## config.mk

```make
export PLATFORM = sky130hd
export DESIGN_NAME = game_top
export DESIGN_NICKNAME = d
export VERILOG_FILES = /design/src/sdram_pkg.sv /design/src/game_pkg.sv /design/src/game_top.sv /design/src/sdram_mux.sv /design/src/prom_we.sv /design/src/video_timing.sv /design/src/frac_cen.sv
export SDC_FILE = /design/constraint.sdc
export NUM_CORES = 1
export LEC_CHECK = 0
export BUFFER_PORTS_ARGS = -buffer_cell sky130_fd_sc_hd__buf_2
export CORE_MARGIN = 5
export CORE_UTILIZATION = 45
export CTS_CLUSTER_SIZE = 16
export DETAILED_ROUTE_END_ITERATION = 10
export PLACE_DENSITY_LB_ADDON = 0.08
export RECOVER_POWER = 100
export SYNTH_ARGS = -nofsm -noshare
export SYNTH_HDL_FRONTEND = slang
export SYNTH_SLANG_ARGS = --single-unit
```

## constraint.sdc

```tcl
create_clock -name VB -period 11.57 [get_ports VB]
set_input_delay 2.314 -clock VB [delete_from_list [all_inputs] [get_ports VB]]
set_output_delay 2.314 -clock VB [all_outputs]
set_load 0.005 [all_outputs]
```

## src/sdram_pkg.sv

```systemverilog
// Slot numbering and bus widths of the shared SDRAM port.
// A lower slot index wins arbitration over a higher one.
// Only the RAM slot is allowed to write.
package sdram_pkg;

    // Number of clients on the arbiter
    localparam int SLOTS = 4;

    // Slot indices, highest priority first
    localparam int SLOT_MAIN_ROM = 0;
    localparam int SLOT_RAM      = 1;
    localparam int SLOT_GFX      = 2;
    localparam int SLOT_SND      = 3;

    // Word address width of the controller
    localparam int SDRAM_AW = 22;

    // Reads return two words at once
    localparam int SDRAM_RDW = 32;

    // Writes carry a single 16-bit word with a byte mask
    localparam int SDRAM_WDW = 16;

endpackage

```

## src/game_pkg.sv

```systemverilog
// Memory map and raster constants of the game.
// Offsets are 16-bit word addresses inside the 22-bit SDRAM space.
// CFG_START is a download byte address. Bytes from there on are configuration.
// Raster sizes are kept small so simulations stay short. A real board
// overrides them at the top level.
package game_pkg;

    // Region starts in SDRAM, word addressed
    localparam logic [21:0] MAIN_ROM_OFFSET = 22'h00_0000;
    localparam logic [21:0] SOUND_OFFSET    = 22'h08_0000;
    localparam logic [21:0] GFX_OFFSET      = 22'h0A_0000;
    localparam logic [21:0] RAM_OFFSET      = 22'h3A_8000;

    // First byte of the configuration block in the download stream
    localparam logic [22:0] CFG_START = 23'h78_0000;

    // Pixel enable ratio, N pulses every M clocks
    localparam int CEN_N = 1;
    localparam int CEN_M = 4;

    // Raster sizes in pixels and lines
    localparam int H_TOTAL   = 48;
    localparam int H_VISIBLE = 32;
    localparam int V_TOTAL   = 24;
    localparam int V_VISIBLE = 16;

endpackage
```

## src/game_top.sv

```systemverilog
// Memory sharing and timing core of the game.
// CPU, video renderer and sound live outside and reach SDRAM through the
// four client slots. The raster counters stay internal to this block.
// One sdram_ack serves both the download path and the arbiter, and the
// controller must serve prog_we only while downloading is high.
`timescale 1ns/1ns

module game_top
    import game_pkg::*;
    import sdram_pkg::*;
#(
    parameter int CEN_N     = game_pkg::CEN_N,
    parameter int CEN_M     = game_pkg::CEN_M,
    parameter int H_TOTAL   = game_pkg::H_TOTAL,
    parameter int H_VISIBLE = game_pkg::H_VISIBLE,
    parameter int V_TOTAL   = game_pkg::V_TOTAL,
    parameter int V_VISIBLE = game_pkg::V_VISIBLE
) (
    input  logic                 VB,
    input  logic                 reset,
    // Download
    input  logic                 downloading,
    input  logic [22:0]          ioctl_addr,
    input  logic [7:0]           ioctl_data,
    input  logic                 ioctl_wr,
    output logic [SDRAM_AW-1:0]  prog_addr,
    output logic [7:0]           prog_data,
    output logic [1:0]           prog_mask,
    output logic                 prog_we,
    output logic                 cfg_we,
    // Client slots
    input  logic [SLOTS-1:0]     slot_cs,
    input  logic [SLOTS-1:0]     slot_wr,
    input  logic [SDRAM_AW-1:0]  main_rom_addr,
    input  logic [SDRAM_AW-1:0]  ram_addr,
    input  logic [SDRAM_AW-1:0]  gfx_addr,
    input  logic [SDRAM_AW-1:0]  snd_addr,
    input  logic [SDRAM_WDW-1:0] ram_din,
    input  logic [1:0]           ram_wrmask,
    output logic [SDRAM_RDW-1:0] slot_dout,
    output logic [SLOTS-1:0]     slot_ok,
    // SDRAM controller
    output logic                 sdram_req,
    input  logic                 sdram_ack,
    input  logic                 data_rdy,
    input  logic [SDRAM_RDW-1:0] data_read,
    output logic [SDRAM_AW-1:0]  sdram_addr,
    output logic                 sdram_rnw,
    output logic [SDRAM_WDW-1:0] data_write,
    output logic [1:0]           sdram_wrmask,
    output logic                 refresh_en,
    // Video
    output logic                 pxl_cen,
    output logic                 LHBL,
    output logic                 LVBL,
    output logic                 HS,
    output logic                 VS
);

    logic hblank;
    logic vblank;

    // Active low blanking for the video side
    assign LHBL = ~hblank;
    assign LVBL = ~vblank;

    frac_cen #(
        .N (CEN_N),
        .M (CEN_M)
    ) frac_cen_inst (
        .VB    (VB),
        .reset (reset),
        .cen   (pxl_cen)
    );

    video_timing #(
        .H_TOTAL   (H_TOTAL),
        .H_VISIBLE (H_VISIBLE),
        .V_TOTAL   (V_TOTAL),
        .V_VISIBLE (V_VISIBLE)
    ) video_timing_inst (
        .VB     (VB),
        .reset  (reset),
        .cen    (pxl_cen),
        .hdump  (),
        .vdump  (),
        .hblank (hblank),
        .vblank (vblank),
        .HS     (HS),
        .VS     (VS)
    );

    prom_we prom_we_inst (
        .VB          (VB),
        .reset       (reset),
        .downloading (downloading),
        .ioctl_addr  (ioctl_addr),
        .ioctl_data  (ioctl_data),
        .ioctl_wr    (ioctl_wr),
        .sdram_ack   (sdram_ack),
        .prog_addr   (prog_addr),
        .prog_data   (prog_data),
        .prog_mask   (prog_mask),
        .prog_we     (prog_we),
        .cfg_we      (cfg_we)
    );

    sdram_mux sdram_mux_inst (
        .VB            (VB),
        .reset         (reset),
        .vblank        (vblank),
        .downloading   (downloading),
        .slot_cs       (slot_cs),
        .slot_wr       (slot_wr),
        .main_rom_addr (main_rom_addr),
        .ram_addr      (ram_addr),
        .gfx_addr      (gfx_addr),
        .snd_addr      (snd_addr),
        .ram_din       (ram_din),
        .ram_wrmask    (ram_wrmask),
        .slot_dout     (slot_dout),
        .slot_ok       (slot_ok),
        .sdram_req     (sdram_req),
        .sdram_ack     (sdram_ack),
        .data_rdy      (data_rdy),
        .data_read     (data_read),
        .sdram_addr    (sdram_addr),
        .sdram_rnw     (sdram_rnw),
        .data_write    (data_write),
        .sdram_wrmask  (sdram_wrmask),
        .refresh_en    (refresh_en)
    );

endmodule

```

## src/sdram_mux.sv

```systemverilog
// Fixed priority arbiter for the shared SDRAM port.
// The lowest pending slot wins. One access is in flight at a time.
// Slots hold cs, wr and address until their ok pulse. Only the RAM slot
// writes. No slot is served while downloading, and refresh is allowed
// only in vertical blanking with the arbiter idle.
`timescale 1ns/1ns

module sdram_mux
    import game_pkg::*;
    import sdram_pkg::*;
(
    input  logic                 VB,
    input  logic                 reset,
    input  logic                 vblank,
    input  logic                 downloading,
    // Client slots
    input  logic [SLOTS-1:0]     slot_cs,
    input  logic [SLOTS-1:0]     slot_wr,
    input  logic [SDRAM_AW-1:0]  main_rom_addr,
    input  logic [SDRAM_AW-1:0]  ram_addr,
    input  logic [SDRAM_AW-1:0]  gfx_addr,
    input  logic [SDRAM_AW-1:0]  snd_addr,
    input  logic [SDRAM_WDW-1:0] ram_din,
    input  logic [1:0]           ram_wrmask,
    output logic [SDRAM_RDW-1:0] slot_dout,
    output logic [SLOTS-1:0]     slot_ok,
    // SDRAM controller
    output logic                 sdram_req,
    input  logic                 sdram_ack,
    input  logic                 data_rdy,
    input  logic [SDRAM_RDW-1:0] data_read,
    output logic [SDRAM_AW-1:0]  sdram_addr,
    output logic                 sdram_rnw,
    output logic [SDRAM_WDW-1:0] data_write,
    output logic [1:0]           sdram_wrmask,
    output logic                 refresh_en
);

    localparam int SW = $clog2(SLOTS);

    localparam logic [1:0] ST_IDLE = 2'd0;
    localparam logic [1:0] ST_ACK  = 2'd1;
    localparam logic [1:0] ST_DATA = 2'd2;

    logic [1:0]          state;
    logic [SW-1:0]       pick;
    logic [SW-1:0]       grant;
    logic [SDRAM_AW-1:0] pick_addr;
    logic                pick_wr;
    logic                can_pick;

    // Lowest set index wins
    always_comb begin
        pick = '0;
        for (int i = SLOTS - 1; i >= 0; i--) begin
            if (slot_cs[i]) begin
                pick = SW'(i);
            end
        end
    end

    // Region offset plus the address inside the region
    always_comb begin
        case (int'(pick))
            SLOT_MAIN_ROM: pick_addr = MAIN_ROM_OFFSET + main_rom_addr;
            SLOT_RAM:      pick_addr = RAM_OFFSET + ram_addr;
            SLOT_GFX:      pick_addr = GFX_OFFSET + gfx_addr;
            SLOT_SND:      pick_addr = SOUND_OFFSET + snd_addr;
            default:       pick_addr = '0;
        endcase
    end

    assign pick_wr = slot_wr[pick] && (int'(pick) == SLOT_RAM);

    // Skip the ok cycle, the client still holds cs then
    assign can_pick = (|slot_cs) && !downloading && !(|slot_ok);

    assign refresh_en = vblank && (state == ST_IDLE) && !downloading;

    always_ff @(posedge VB) begin
        if (reset) begin
            state     <= ST_IDLE;
            sdram_req <= 1'b0;
            sdram_rnw <= 1'b1;
            slot_ok   <= '0;
        end else begin
            slot_ok <= '0;
            case (state)
                ST_IDLE: begin
                    if (can_pick) begin
                        sdram_req <= 1'b1;
                        sdram_rnw <= !pick_wr;
                        state     <= ST_ACK;
                    end
                end
                ST_ACK: begin
                    if (sdram_ack) begin
                        sdram_req <= 1'b0;
                        state     <= ST_DATA;
                    end
                end
                ST_DATA: begin
                    if (data_rdy) begin
                        slot_ok[grant] <= 1'b1;
                        sdram_rnw      <= 1'b1;
                        state          <= ST_IDLE;
                    end
                end
                default: state <= ST_IDLE;
            endcase
        end
    end

    // Request payload and returned data
    always_ff @(posedge VB) begin
        if (state == ST_IDLE && can_pick) begin
            grant        <= pick;
            sdram_addr   <= pick_addr;
            data_write   <= ram_din;
            sdram_wrmask <= pick_wr ? ram_wrmask : 2'b11;
        end
        if (state == ST_DATA && data_rdy) begin
            slot_dout <= data_read;
        end
    end

endmodule

```

## src/prom_we.sv

```systemverilog
// Turns the serial download into SDRAM program writes.
// ROM bytes become masked 16-bit word writes at half the byte address.
// Bytes at or above CFG_START only raise a one-cycle cfg_we with the byte
// on prog_data. A new byte must not arrive while prog_we is still high.
`timescale 1ns/1ns

module prom_we
    import game_pkg::*;
    import sdram_pkg::*;
(
    input  logic                VB,
    input  logic                reset,
    input  logic                downloading,
    input  logic [22:0]         ioctl_addr,
    input  logic [7:0]          ioctl_data,
    input  logic                ioctl_wr,
    input  logic                sdram_ack,
    output logic [SDRAM_AW-1:0] prog_addr,
    output logic [7:0]          prog_data,
    output logic [1:0]          prog_mask,
    output logic                prog_we,
    output logic                cfg_we
);

    logic byte_in;
    logic is_cfg;

    assign byte_in = ioctl_wr && downloading;
    assign is_cfg  = (ioctl_addr >= CFG_START);

    // Control flags
    always_ff @(posedge VB) begin
        if (reset) begin
            prog_we <= 1'b0;
            cfg_we  <= 1'b0;
        end else begin
            cfg_we <= byte_in && is_cfg;
            if (byte_in && !is_cfg) begin
                prog_we <= 1'b1;
            end else if (sdram_ack) begin
                // Controller took the write
                prog_we <= 1'b0;
            end
        end
    end

    // Payload follows every accepted byte
    always_ff @(posedge VB) begin
        if (byte_in) begin
            prog_data <= ioctl_data;
            prog_addr <= ioctl_addr[22:1];
            // Active low mask, the addressed byte only
            prog_mask <= ioctl_addr[0] ? 2'b01 : 2'b10;
        end
    end

endmodule

```

## src/video_timing.sv

```systemverilog
// Raster counters with blanking and sync, advanced by the pixel enable.
// Totals must fit the 9-bit counters. Visible area starts at count zero.
// Sync pulses sit in the middle of each blanking interval with a width of
// a quarter of the blanking, at least one pixel or line.
`timescale 1ns/1ns

module video_timing #(
    parameter int H_TOTAL   = 48,
    parameter int H_VISIBLE = 32,
    parameter int V_TOTAL   = 24,
    parameter int V_VISIBLE = 16
) (
    input  logic       VB,
    input  logic       reset,
    input  logic       cen,
    output logic [8:0] hdump,
    output logic [8:0] vdump,
    output logic       hblank,
    output logic       vblank,
    output logic       HS,
    output logic       VS
);

    localparam int H_BLANK = H_TOTAL - H_VISIBLE;
    localparam int V_BLANK = V_TOTAL - V_VISIBLE;
    localparam int H_SW    = (H_BLANK > 3) ? H_BLANK / 4 : 1;
    localparam int V_SW    = (V_BLANK > 3) ? V_BLANK / 4 : 1;
    localparam int H_SS    = H_VISIBLE + (H_BLANK - H_SW) / 2;
    localparam int V_SS    = V_VISIBLE + (V_BLANK - V_SW) / 2;

    logic [8:0] h_next;
    logic [8:0] v_next;
    logic       h_wrap;

    assign h_wrap = (hdump == 9'(H_TOTAL - 1));
    assign h_next = h_wrap ? 9'd0 : hdump + 9'd1;

    always_comb begin
        v_next = vdump;
        if (h_wrap) begin
            v_next = (vdump == 9'(V_TOTAL - 1)) ? 9'd0 : vdump + 9'd1;
        end
    end

    // Flags are derived from the next count so they line up with the counters
    always_ff @(posedge VB) begin
        if (reset) begin
            hdump  <= 9'd0;
            vdump  <= 9'd0;
            hblank <= 1'b0;
            vblank <= 1'b0;
            HS     <= 1'b0;
            VS     <= 1'b0;
        end else if (cen) begin
            hdump  <= h_next;
            vdump  <= v_next;
            hblank <= (h_next >= 9'(H_VISIBLE));
            vblank <= (v_next >= 9'(V_VISIBLE));
            HS     <= (h_next >= 9'(H_SS)) && (h_next < 9'(H_SS + H_SW));
            VS     <= (v_next >= 9'(V_SS)) && (v_next < 9'(V_SS + V_SW));
        end
    end

endmodule

```

## src/frac_cen.sv

```systemverilog
// Fractional clock enable. Gives N one-cycle pulses in every M clocks.
// N must not exceed M. Pulses are spread as evenly as the ratio allows.
// The first pulse follows the first clock after reset.
`timescale 1ns/1ns

module frac_cen #(
    parameter int N = 1,
    parameter int M = 4
) (
    input  logic VB,
    input  logic reset,
    output logic cen
);

    // One extra bit so that acc + N never overflows
    localparam int W = $clog2(M) + 1;

    logic [W-1:0] acc;
    logic [W-1:0] sum;

    assign sum = acc + W'(N);

    always_ff @(posedge VB) begin
        if (reset) begin
            // Preloaded so the very first add wraps
            acc <= W'(M - N);
            cen <= 1'b0;
        end else if (sum >= W'(M)) begin
            acc <= sum - W'(M);
            cen <= 1'b1;
        end else begin
            acc <= sum;
            cen <= 1'b0;
        end
    end

endmodule

```

==> summary.md, run 1 <==
| Metric | Value |
|---|---|
| Status | complete, but fails checks |
| Failing checks | capacitance limit, slew limit |
| Hold buffers post-CTS | 0 |
| Total negative slack | 0 ns |
| VDD IR max | 0.1083 mV |
| CTS buffer count | 17 |
| PwrDens | 151.0 nW/um^2 |
| Core area | roughly 13,000 sq um |
| Hold Path Cell Cnt | 1 |
| CP Capture Type | register |
| Fin. Hold Viols | 0 |
| Max FO, Critical Path | 42 |
| Worst R2R Setup Slack | 8.12 ns |
| Primary FF master, synth | edfxtp_1 |
| CTS clk-pin slew, worst paths | 0.06 ns |
| CTS max path bufs | 2 |
| Vias/cell | between 5 and 6 |
| GRT Residual Overflow | 0 |
| Nets@finish | 989 |
| Via count | roughly 5.2k |
| Warnings from Yosys | 0 |
| Post-DP HPWL | 12,850 um |
| Final setup fails | 0 |
| Largest net degree at the start of global routing | 43 |
| Highest clock rate | 0.1736 GHz |
| Post-CTS Resized | 0 |
| Die Area | approximately 16,000 sq um |
| Synthesis-to-layout area growth | 33.64% |
| Worst r2r path cells | 4 |
| Area after DPL | approximately 7700 sq um |
| Yosys top cell by area | edfxtp_1 |
| Net Count, Synth | between 700 and 800 |
| Post-synth ARST share | 0% |
| Antenna-violating nets left | 0 |
| Reg-to-Reg Start | sdram_mux_inst.slot_ok[1] |
| Residual DRC | 0 |
| Slew HR | -53.97% |
| Hold wc startpoint | frac_cen_inst.acc[0] |
| Hold EP | frac_cen_inst.acc[0] |
| Post-Syn Area | 6092 sq um |
| Average size of a mapped cell | 11.90 sq um |
| FF-to-FF End | sdram_mux_inst.data_write[6] |
| ANT cells | 0 |
| Ranking of synthesized cells by area | edfxtp_1, dfxtp_1, a221oi_1 |
| Required time of the critical path | 11.55 ns |
| Register area share after synthesis | 63.75% |
| Initial Util | about 46% |
| Crit path launch type | input pin |
| GP Congestion | ~0.86 |
| CTS tree | built |
| Part of the cycle the worst path needs | 49.79% |
| Wire per inst | about 17 um |
| Clk sinks | 141 |
| Post-synth top area share | 52.25% |
| Hold Path Class | reg -> reg |
| DIE HEIGHT | approximately 130 um |
| Postcts setup bufs | 0 |
| Syn Inst Count | 512 |
| Num rows | 42 |
| Gr usage total | 20.93% |
| # port buffers | 297 |
| CP arrival | 5.74 ns |
| Worst Setup Path Type | in -> reg |
| Total routed wirelength | 17,100 um |
| Antenna violations before repair | 0 |
| TritonRoute pass-1 iters | 5 |
| Die X | 126.4 um |
| Multi-input gate area | 2027 sq um |
| Global-route wire length before repair | 26,540 um |
| Share of post-route cells with drive strength above 1 | 31.73% |
| Pleak | around 3.2 nW |
| Final instance area | 8142 sq um |
| FILL cells | 1,160 |
| FF/Latch Area | 3884 sq um |
| Slew @ Worst Pin | approximately 2.3 ns |
| Max cap viols | 3 |
| I/O Pins | 301 |
| Yosys reg bits | around 140 |
| RSZ-0062 raised after global routing | no |
| Vias in the first global route | approximately 5.3k |
| Final min period | 5.760 ns |
| CTS Root Buffer Type | clkbuf_16 |
| H-tree Lvls | 4 |
| Initial detailed-routing violation count | ~290 |
| Max Clock Skew | around 0.0099 ns |
| Post-synthesis cell type count | 62 |
| Clk_lat worst skew | 0.42 ns |
| Post-synth EDFFs | 106 |
| Slew Limit Fails | 113 |
[area by class of cell]
class / instances / share of cell area [%]
Clock buffer: 18 / 5.271
Clock inverter: 14 / 1.844
Inverter: 10 / 0.4610
Multi-Input combinational cell: 329 / 24.90
Sequential cell: 141 / 47.70
Tap cell: 176 / 2.705
Timing Repair Buffer: 301 / 17.12
[report_power, final]
part | internal [mW] | switching (mW)
registers | 0.575 | 0.0117
logic | 0.0509 | 0.0608
clock network | 0.305 | 0.225
total | 0.931 | 0.298
[registers in the layout (all words and copies together) (netlist names), 2 cells and up]
signal                       cells
video_timing_inst.vdump          9
sdram_mux_inst.sdram_wrmask      2
sdram_mux_inst.slot_dout        32
prom_we_inst.prog_data           8
prom_we_inst.prog_addr          22
prom_we_inst.prog_mask           2
sdram_mux_inst.sdram_addr       22
sdram_mux_inst.slot_ok           4
sdram_mux_inst.grant             2
frac_cen_inst.acc                2
sdram_mux_inst.state             2
video_timing_inst.hdump          9
sdram_mux_inst.data_write       16
[logic make-up after synthesis]
group / Yosys count / share of synthesized area, %
simple gates: 186 / 16.12
flops: 141 / 63.75
compound gates: 110 / 11.85
buf+inv: 42 / 3.019
xor+xnor: 21 / 3.019
mux: 6 / 1.006
fa+ha+maj: 6 / 1.232
[routing by layer]
| layer | track usage, % | part of all wire (%) |
|---|---|---|
| met1 | 24.09 | 38 |
| met2 | 36.24 | 52 |
| met3 | 7.146 | 8.4 |
| met4 | 7.634 | 1.7 |
| met5 | 0 | 0 |
[cell usage after synthesis, drive strengths merged (8+ instances only)]
library cell,n
xor2,13
nand2,38
nor3,12
edfxtp,106
a211oi,9
nand3,24
o21ai,25
dfxtp,35
clkbuf,23
nand2b,20
nor2,46
inv,10
buf,9
xnor2,8
a221oi,19
a21oi,31
[worst max-delay path by stage]
| stage | to | depth (start not counted) | from | slack (ns) |
|---|---|---|---|---|
| finish | sdram_mux_inst.data_write[6] | 5 | slot_cs[3] | 5.81 |
| global route | sdram_mux_inst.data_write[6] | 5 | slot_cs[3] | 5.49 |
| CTS | refresh_en | 3 | downloading | 6.50 |
| detailed placement | refresh_en | 3 | downloading | 6.50 |
| global placement | refresh_en | 3 | downloading | 6.49 |
| floorplan | sdram_mux_inst.data_write[0] | 3 | downloading | 5.04 |
[critical path, cell delays in order]
cell and delay, ns:
clkbuf_1 0.99, nor2_1 0.17, a211o_1 0.42, nor3_1 0.14, clkbuf_1 1.66
[cell usage in the layout, fill, tap and decap left out, types with 4 or more instances in the layout]
cell / instances
a211oi_1: 8
a21oi_1: 31
a221oi_1: 19
a31oi_1: 6
buf_2: 208
clkbuf_1: 92
clkbuf_16: 17
dfxtp_1: 35
edfxtp_1: 106
ha_1: 6
inv_1: 10
inv_6: 5
inv_8: 4
mux2i_1: 5
nand2_1: 38
nand2b_1: 20
nand3_1: 24
nand4_1: 6
nor2_1: 43
nor2b_1: 5
nor3_1: 10
o21ai_0: 24
or2_2: 4
xnor2_1: 8
xor2_1: 13
[per-stage QoR]
| stage | setup slack, ns | hold slack [ns] | utilization [%] | power [mW] | std cells |
|---|---|---|---|---|---|
| floorplan | 5.040 | 0.3746 | - | 0.6464 | 512 |
| global placement | 6.490 | 0.3831 | 58.07 | 0.7104 | 957 |
| detailed placement | 6.500 | 0.3914 | 58.07 | 0.7143 | 957 |
| CTS | 6.499 | 0.4060 | 62.44 | 1.248 | 989 |
| global route | 5.491 | 0.4421 | 61.48 | 1.278 | 989 |
| finish | 5.810 | 0.4048 | 61.48 | 1.229 | 989 |
(Power assumes the default switching activity.)
==> inputs of run 2 (changes only) <==
==> constraint.sdc (replaced) <==
create_clock -name VB -period 5.95 [get_ports VB]
set_input_delay 1.19 -clock VB [delete_from_list [all_inputs] [get_ports VB]]
set_output_delay 1.19 -clock VB [all_outputs]
set_load 0.005 [all_outputs]
==> run 2 against run 1 <==
The flow still finishes with violations (capacitance limit, slew limit). Final cell count up 0.20%. First-iteration DRC count up 6.5%. Combinational power is 100% higher. Count of clock-buffer cells in the layout did not move.
==> summary.md, run 2 (same netlist as run 1, synthesis figures left out) <==
| Metric | Value |
|---|---|
| Status | complete, but fails checks (unchanged) |
| Failing checks | capacitance limit, slew limit (unchanged) |
| I/O Pins | 301 (unchanged) |
| Wire length on met1 | 6590 um (was 6456 um) |
| Clk sinks | 141 (unchanged) |
| Commonest cells after routing, fill and taps aside | buf_2, edfxtp_1, clkbuf_1 (unchanged) |
| Core area | 13,240 sq um (unchanged) |
| Initial Util | 46.00% (unchanged) |
| # port buffers | 297 (unchanged) |
| Global-route wire length before repair | 26,520 um (was 26,540 um) |
| CP arrival | 3.81 ns (was 5.74 ns) |
| Overall power | 2.446 mW (was 1.229 mW) |
| Vias in the first global route | 5,366 (was 5,259) |
| Crit path launch type | input pin (unchanged) |
| Total routed wirelength | 17,220 um (was 17,100 um) |
| Max Clock Skew | 0.005885 ns (was 0.009894 ns) |
| Required time of the critical path | 6.04 ns (was 11.55 ns) |
| Gr usage total | 21.07% (was 20.93%) |
| DR top layer | met4 (unchanged) |
| Vias/cell | 5.301 (was 5.232) |
| Initial detailed-routing violation count | 311 (was 292) |
| Final min period | 3.713 ns |
| Num rows | 42 (unchanged) |
| Leading cell type in the layout, fill and taps excluded | buf_2 (unchanged) |
| Part of the cycle the worst path needs | roughly 62% |
| DIE HEIGHT | 126.4 um (unchanged) |
| Post-Layout Cell Count | 991 (was 989) |
| Slew Limit Fails | 70 (was 113) |
| GP Congestion | 0.8803 (was 0.8585) |
| Slew @ Worst Pin | 1.793 ns (was 2.310 ns) |
| GRT Residual Overflow | 0 (unchanged) |
| Nets@finish | 990 (was 989) |
| Synthesis-to-layout area growth | 34.38% (was 33.64%) |
| Met3 WL | 1351 um (was 1434 um) |
| Max FFs per register | 32 (unchanged) |
| Wire per inst | 17.37 um (was 17.29 um) |
| Slowest CP cell | or2_0 (was clkbuf_1) |
| Largest net degree at the start of global routing | 43 (unchanged) |
| H-tree Lvls | 4 (unchanged) |
| Hold Path Class | reg -> reg (unchanged) |
| FILL cells | 1,147 (was 1,160) |
| Final setup fails | 0 (unchanged) |
| Residual DRC | 0 (unchanged) |
| Max cap viols | 3 (unchanged) |
| RSZ-0062 raised after global routing | no (unchanged) |
| Die X | 126.4 um (unchanged) |
| Highest clock rate | 0.2693 GHz |
| Slew HR | -19.51% (was -53.97%) |
| Worst Setup Path Type | in -> reg (unchanged) |
| CTS buffer count | 17 (unchanged) |
| Post-DP HPWL | 12,960 um (was 12,850 um) |
| CP peak stage delay | 1.35 ns (was 1.66 ns) |
| CP Capture Type | register (unchanged) |
| PwrDens | 298.8 nW/um^2 (was 151.0 nW/um^2) |
| Antenna-violating nets left | 0 (unchanged) |
| Postcts setup bufs | 0 (unchanged) |
| TritonRoute pass-1 iters | 5 (unchanged) |
| Antenna violations before repair | 1 (was 0) |
| VDD IR max | 0.1974 mV (was 0.1083 mV) |
| Pleak | 3.222 nW (was 3.198 nW) |
| Largest registers | sdram_mux_inst.slot_dout x32, prom_we_inst.prog_addr x22, sdram_mux_inst.sdram_addr x22 (unchanged) |
| Worst-path cell chain | clkbuf_1 > nor3_1 > or2_0 > o21ai_0 (was clkbuf_1 > nor2_1 > a211o_1 > nor3_1 > clkbuf_1) |
| Post-CTS Resized | 0 (unchanged) |
| Total negative slack | 0 ns (unchanged) |
| Via count | 5,253 (was 5,174) |
| Fin. Hold Viols | 0 (unchanged) |
| Largest Register | sdram_mux_inst.slot_dout (unchanged) |
| Placed cell count | 958 (was 957) |
| CTS tree | built (unchanged) |
| Max FO, Critical Path | 38 (was 42) |
| Share of post-route cells with drive strength above 1 | 31.94% (was 31.73%) |
| Die Area | 15,960 sq um (unchanged) |
| CTS clk-pin slew, worst paths | 0.06 ns (about the same) |
| Hold buffers post-CTS | 0 (unchanged) |
| Clk_lat worst skew | 0.41 ns (was 0.42 ns) |
| WL met2 | 8726 um (was 8907 um) |
| CTS max path bufs | 2 (unchanged) |
| CTS Root Buffer Type | clkbuf_16 (unchanged) |
==> run 2: report_power, final <==
| group | internal (mW) | total, mW | switching, mW | leakage (nW) |
|---|---|---|---|---|
| Clock | 0.669 | 1.09 | 0.418 | 0.289 |
| Combinational | 0.100 | 0.224 | 0.124 | 1.66 |
| Sequential | 1.12 | 1.14 | 0.0181 | 1.27 |
==> run 2: area by class of cell <==
| class | instances | area, sq um | area share (%) |
|---|---|---|---|
| antenna | 1 | 2.502 | 0.03057 |
| clock buffer | 18 | 429.2 | 5.242 |
| clock inverter | 14 | 182.7 | 2.231 |
| inverter | 10 | 37.54 | 0.4585 |
| multi-input combinational | 329 | 2027 | 24.76 |
| sequential | 141 | 3884 | 47.44 |
| tap | 176 | 220.2 | 2.690 |
| timing repair buffer | 302 | 1404 | 17.15 |
==> run 2: final timing paths <==
kind	to	cells past startpoint	slack, ns	from
setup reg to reg	sdram_mux_inst.slot_dout[11]	3	3.51	sdram_mux_inst.state[1]
hold / removal	frac_cen_inst.acc[0]	1	0.40	frac_cen_inst.acc[0]
hold reg to reg	frac_cen_inst.acc[0]	1	0.40	frac_cen_inst.acc[0]
setup / recovery	sdram_mux_inst.sdram_addr[0]	4	2.24	slot_cs[3]
==> run 2: metal layers <==
metal	up-vias	track usage, %
met2	240	36.21
li1	2490	-
met3	41	7.020
met5	-	0
met4	0	10.16
met1	2482	23.51
==> run 2: worst max-delay path: cells and delay by family <==
family                 cells  cell delay (ns)
AOI/OAI and AO/OA          1             0.29
and+or+nand+nor            2             1.77
buffers and inverters      1             0.55
==> run 2: stage by stage <==
| step | util (%) | hold WS, ns | cell area [sq um] | setup slack [ns] |
|---|---|---|---|---|
| 5_1_grt | 61.82 | 0.4302 | 8187 | 1.938 |
| 3_5_place_dp | 58.13 | 0.3888 | 7697 | 2.715 |
| 6_report | 61.82 | 0.3992 | 8187 | 2.237 |
| 4_1_cts | 62.75 | 0.4048 | 8309 | 3.136 |
| 3_3_place_gp | 58.13 | 0.3837 | 7697 | 2.760 |
| 2_1_floorplan | - | 0.3746 | 6092 | 0.5444 |
==> inputs of run 3 (changes only) <==
--- a/config.mk
+++ b/config.mk
@@ -5,6 +5,7 @@
 export SDC_FILE = /design/constraint.sdc
 export NUM_CORES = 1
 export LEC_CHECK = 0
+export ABC_AREA = 1
 export BUFFER_PORTS_ARGS = -buffer_cell sky130_fd_sc_hd__buf_2
 export CORE_MARGIN = 5
 export CORE_UTILIZATION = 45
==> constraint.sdc (replaced) <==
create_clock -name VB -period 3.62 [get_ports VB]
set_input_delay 0.724 -clock VB [delete_from_list [all_inputs] [get_ports VB]]
set_output_delay 0.724 -clock VB [all_outputs]
set_load 0.005 [all_outputs]
==> run 3 against run 2 <==
The run still ends with capacitance limit, slew limit left. Routed wire length increased by 4.5%. Flip-flop and latch count unchanged. Non-clock buffer count is 4 higher. Die area is 2.8% lower. Utilization is 0.73 points higher. Cell area down 2.8%. Synthesized area is 3.0% lower. First-iteration DRC count decreased by 0.96%. Total power grew 62%. Clock skew barely moved. Critical endpoint is now video_timing_inst.vblank. Largest cell class unchanged. Largest power group unchanged. Highest routed layer unchanged.
==> summary.md, run 3 <==
| Metric | Value |
|---|---|
| Share of post-route cells with drive strength above 1 | 26.94% (was 31.94%) |
| Post-Syn Area | 5907 sq um (was 6092 sq um) |
| Final setup fails | 0 (unchanged) |
| Syn Inst Count | 570 (was 512) |
| RSZ-0062 raised after global routing | no (unchanged) |
| WL met2 | 9198 um (was 8726 um) |
| CTS Root Buffer Type | clkbuf_16 (unchanged) |
| CTS tree | built (unchanged) |
| Crit path launch type | register (was input pin) |
| GP Congestion | 0.8789 (was 0.8803) |
| Primary FF master, synth | edfxtp_1 (unchanged) |
| Hold wc startpoint | frac_cen_inst.acc[0] (unchanged) |
| Global-route wire length before repair | 28,000 um (was 26,520 um) |
| Total negative slack | 0 ns (unchanged) |
| Max FO, Critical Path | 17 (was 38) |
| Commonest cells after routing, fill and taps aside | buf_2, nand2_1, clkbuf_1 (was buf_2, edfxtp_1, clkbuf_1) |
| Reg-to-Reg Start | video_timing_inst.hdump[0] (was sdram_mux_inst.state[1]) |
| Final Util | 62.55% (was 61.82%) |
| CP delay by family, top | simple AND/OR/NAND/NOR gates (unchanged) |
| Hold Path Class | reg -> reg (unchanged) |
| Via count | 5,244 (was 5,253) |
| Slew Limit Fails | 66 (was 70) |
| Wire length on met1 | 6956 um (was 6590 um) |
| Post-synthesis cell type count | 39 (was 62) |
| Leading cell type in the layout, fill and taps excluded | buf_2 (unchanged) |
| Ranking of synthesized cells by area | edfxtp_1, dfxtp_1, nand2_1 (was edfxtp_1, dfxtp_1, a221oi_1) |
| WP buf/inv | 3 (was 1) |
| Worst setup slack after placement | 1.016 ns (was 2.715 ns) |
| CP peak stage delay | 0.53 ns (was 1.35 ns) |
| Initial Util | 46.43% (was 46.00%) |
| Slowest CP cell | nand3_1 (was or2_0) |
| Placed cell count | 1,032 (was 958) |
| Max Clock Skew | 0.005444 ns (was 0.005885 ns) |
| Core area | 12,720 sq um (was 13,240 sq um) |
| DR top layer | met4 (unchanged) |
| Wire per inst | 16.86 um (was 17.37 um) |
| Die Area | 15,520 sq um (was 15,960 sq um) |
| Max FFs per register | 32 (unchanged) |
| Largest registers | sdram_mux_inst.slot_dout x32, prom_we_inst.prog_addr x22, sdram_mux_inst.sdram_addr x22 (unchanged) |
| Register area share after synthesis | 65.75% (was 63.75%) |
| # port buffers | 299 (was 297) |
| Worst-path cell chain | ha_1 > nand3_1 > clkinvlp_2 > nand3_1 > nand2_1 > inv_1 > nor2_1 > nand2_1 > nor2_1 > nand3_1 > nand2_1 > inv_1 (was clkbuf_1 > nor3_1 > or2_0 > o21ai_0) |
| Part of the cycle the worst path needs | 71.07% |
| DIE HEIGHT | 124.6 um (was 126.4 um) |
| Slew @ Worst Pin | 1.657 ns (was 1.793 ns) |
| Largest net degree at the start of global routing | 44 (was 43) |
| Most common cell in the synthesized netlist | nand2_1 (was edfxtp_1) |
| Highest clock rate | 0.3887 GHz |
| Nets@finish | 1,068 (was 990) |
| CTS buffer count | 17 (unchanged) |
| Antenna-violating nets left | 0 (unchanged) |
| CTS max path bufs | 2 (unchanged) |
| Average size of a mapped cell | 10.36 sq um (was 11.90 sq um) |
| Largest Register | sdram_mux_inst.slot_dout (unchanged) |
| Post-Layout Cell Count | 1,067 (was 991) |
| Hold EP | frac_cen_inst.acc[0] (unchanged) |
| Clk_lat worst skew | 0.42 ns (was 0.41 ns) |
| Final min period | 2.573 ns |
| Post-synth EDFFs | 106 (unchanged) |
| Post-synth ARST share | 0% (unchanged) |
| Net Count, Synth | 759 (was 701) |
| Antenna violations before repair | 4 (was 1) |
| Fin. Hold Viols | 0 (unchanged) |
| GRT Residual Overflow | 0 (unchanged) |
| Initial detailed-routing violation count | 308 (was 311) |
| Pleak | 3.385 nW (was 3.222 nW) |
| CTS clk-pin slew, worst paths | 0.06 ns (about the same) |
| Failing checks | capacitance limit, slew limit (unchanged) |
| Met3 WL | 1491 um (was 1351 um) |
| Total routed wirelength | 17,990 um (was 17,220 um) |
| H-tree Lvls | 4 (unchanged) |
| Post-DP HPWL | 14,160 um (was 12,960 um) |
| Hold Path Cell Cnt | 1 (unchanged) |
| Post-synth top area share | 53.89% (was 52.25%) |
| Warnings from Yosys | 0 (unchanged) |
| Synthesis-to-layout area growth | 34.72% (was 34.38%) |
| Slew HR | -10.45% (was -19.51%) |
| Residual DRC | 0 (unchanged) |
| Status | complete, but fails checks (unchanged) |
| Hold buffers post-CTS | 0 (unchanged) |
| CP Capture Type | register (unchanged) |
| Final worst slack | 1.047 ns (was 2.237 ns) |
| Required time of the critical path | 3.93 ns (was 6.04 ns) |
| Synth top cells by count | nand2_1, edfxtp_1, inv_1 (was edfxtp_1, nor2_1, nand2_1) |
| Worst R2R Setup Slack | 1.05 ns (was 3.51 ns) |
| Yosys reg bits | 141 (unchanged) |
| VDD IR max | 0.2974 mV (was 0.1974 mV) |
| TritonRoute pass-1 iters | 5 (unchanged) |
| Worst r2r path cells | 12 (was 3) |
| Worst Setup Path Type | reg -> reg (was in -> reg) |
| Yosys top cell by area | edfxtp_1 (unchanged) |
| Post-CTS Resized | 0 (unchanged) |
| Vias in the first global route | 5,289 (was 5,366) |
| Postcts setup bufs | 0 (unchanged) |
| Die X | 124.6 um (was 126.4 um) |
| FF-to-FF End | video_timing_inst.vblank (was sdram_mux_inst.slot_dout[11]) |
| Max cap viols | 2 (was 3) |
| Num rows | 41 (was 42) |
| Gr usage total | 22.76% (was 21.07%) |
| Clk sinks | 141 (unchanged) |
| I/O Pins | 301 (unchanged) |
| CP arrival | 2.89 ns (was 3.81 ns) |
| PwrDens | 498.1 nW/um^2 (was 298.8 nW/um^2) |
| Vias/cell | 4.915 (was 5.301) |
==> run 3: cell count changes after synthesis, moves of 6 or more <==
cell	change
inv_1	+49
clkbuf_1	-16
nand2_1	+128
a31oi_1	-6
xor2_1	-9
nor2_1	-10
nand4_1	+18
a211oi_1	-6
a221oi_1	-19
xnor2_1	-7
nand2b_1	-20
a21oi_1	-9
==> run 3: cells by family (layout without fill, tap and decap cells) <==
group                    after synthesis  count (layout)  share of synthesized area, %
AO/OA/AOI/OAI                         66              66                         6.482
XOR/XNOR                               5               5                        0.7413
adder cells (fa/ha/maj)                6               6                         1.271
buffers and inverters                 79             400                         5.316
flip-flops                           141             141                         65.75
other                                  0               4                             0
AND/OR/NAND/NOR                      273             273                         20.44
==> run 3: through the flow <==
step,hold WS (ns),instance area [sq um],power (mW)
after detailed placement,0.3819,7595,2.449
final,0.3957,7958,3.964
after CTS,0.3976,8127,4.015
after global placement,0.3778,7595,2.434
after floorplan,0.3707,5907,2.187
after global routing,0.4375,7958,4.142
==> run 3: worst max-delay path by stage <==
stage	from	end	cells after the start
6_report	video_timing_inst.hdump[0]	video_timing_inst.vblank	12
3_5_place_dp	slot_cs[2]	sdram_mux_inst.sdram_wrmask[1]	6
5_1_grt	video_timing_inst.hdump[0]	video_timing_inst.vblank	12
3_3_place_gp	slot_cs[2]	sdram_mux_inst.sdram_wrmask[0]	6
2_1_floorplan	slot_cs[0]	sdram_mux_inst.data_write[0]	4
4_1_cts	frac_cen_inst.cen	pxl_cen	1
==> run 3: power by group <==
group | switching, mW | internal [mW] | total (mW)
clock network | 0.639 | 0.931 | 1.57
registers | 0.0596 | 1.88 | 1.94
logic | 0.269 | 0.185 | 0.453
total | 0.967 | 3.00 | 3.96
==> run 3: metal layers <==
layer	GRT usage [%]	up-vias
met1	26.52	2412
met5	0	-
met2	39.76	236
li1	-	2569
met4	8.124	0
met3	6.775	27
==> run 3: final cells by class <==
type / instances / area [sq um]
Antenna cell: 4 / 10.01
Clock buffer: 19 / 432.9
Clock inverter: 12 / 98.84
Fill cell: 1134 / 4765
Inverter: 63 / 237.7
Multi-Input combinational cell: 350 / 1679
Sequential cell: 141 / 3884
Tap cell: 172 / 215.2
Timing Repair Buffer: 306 / 1400
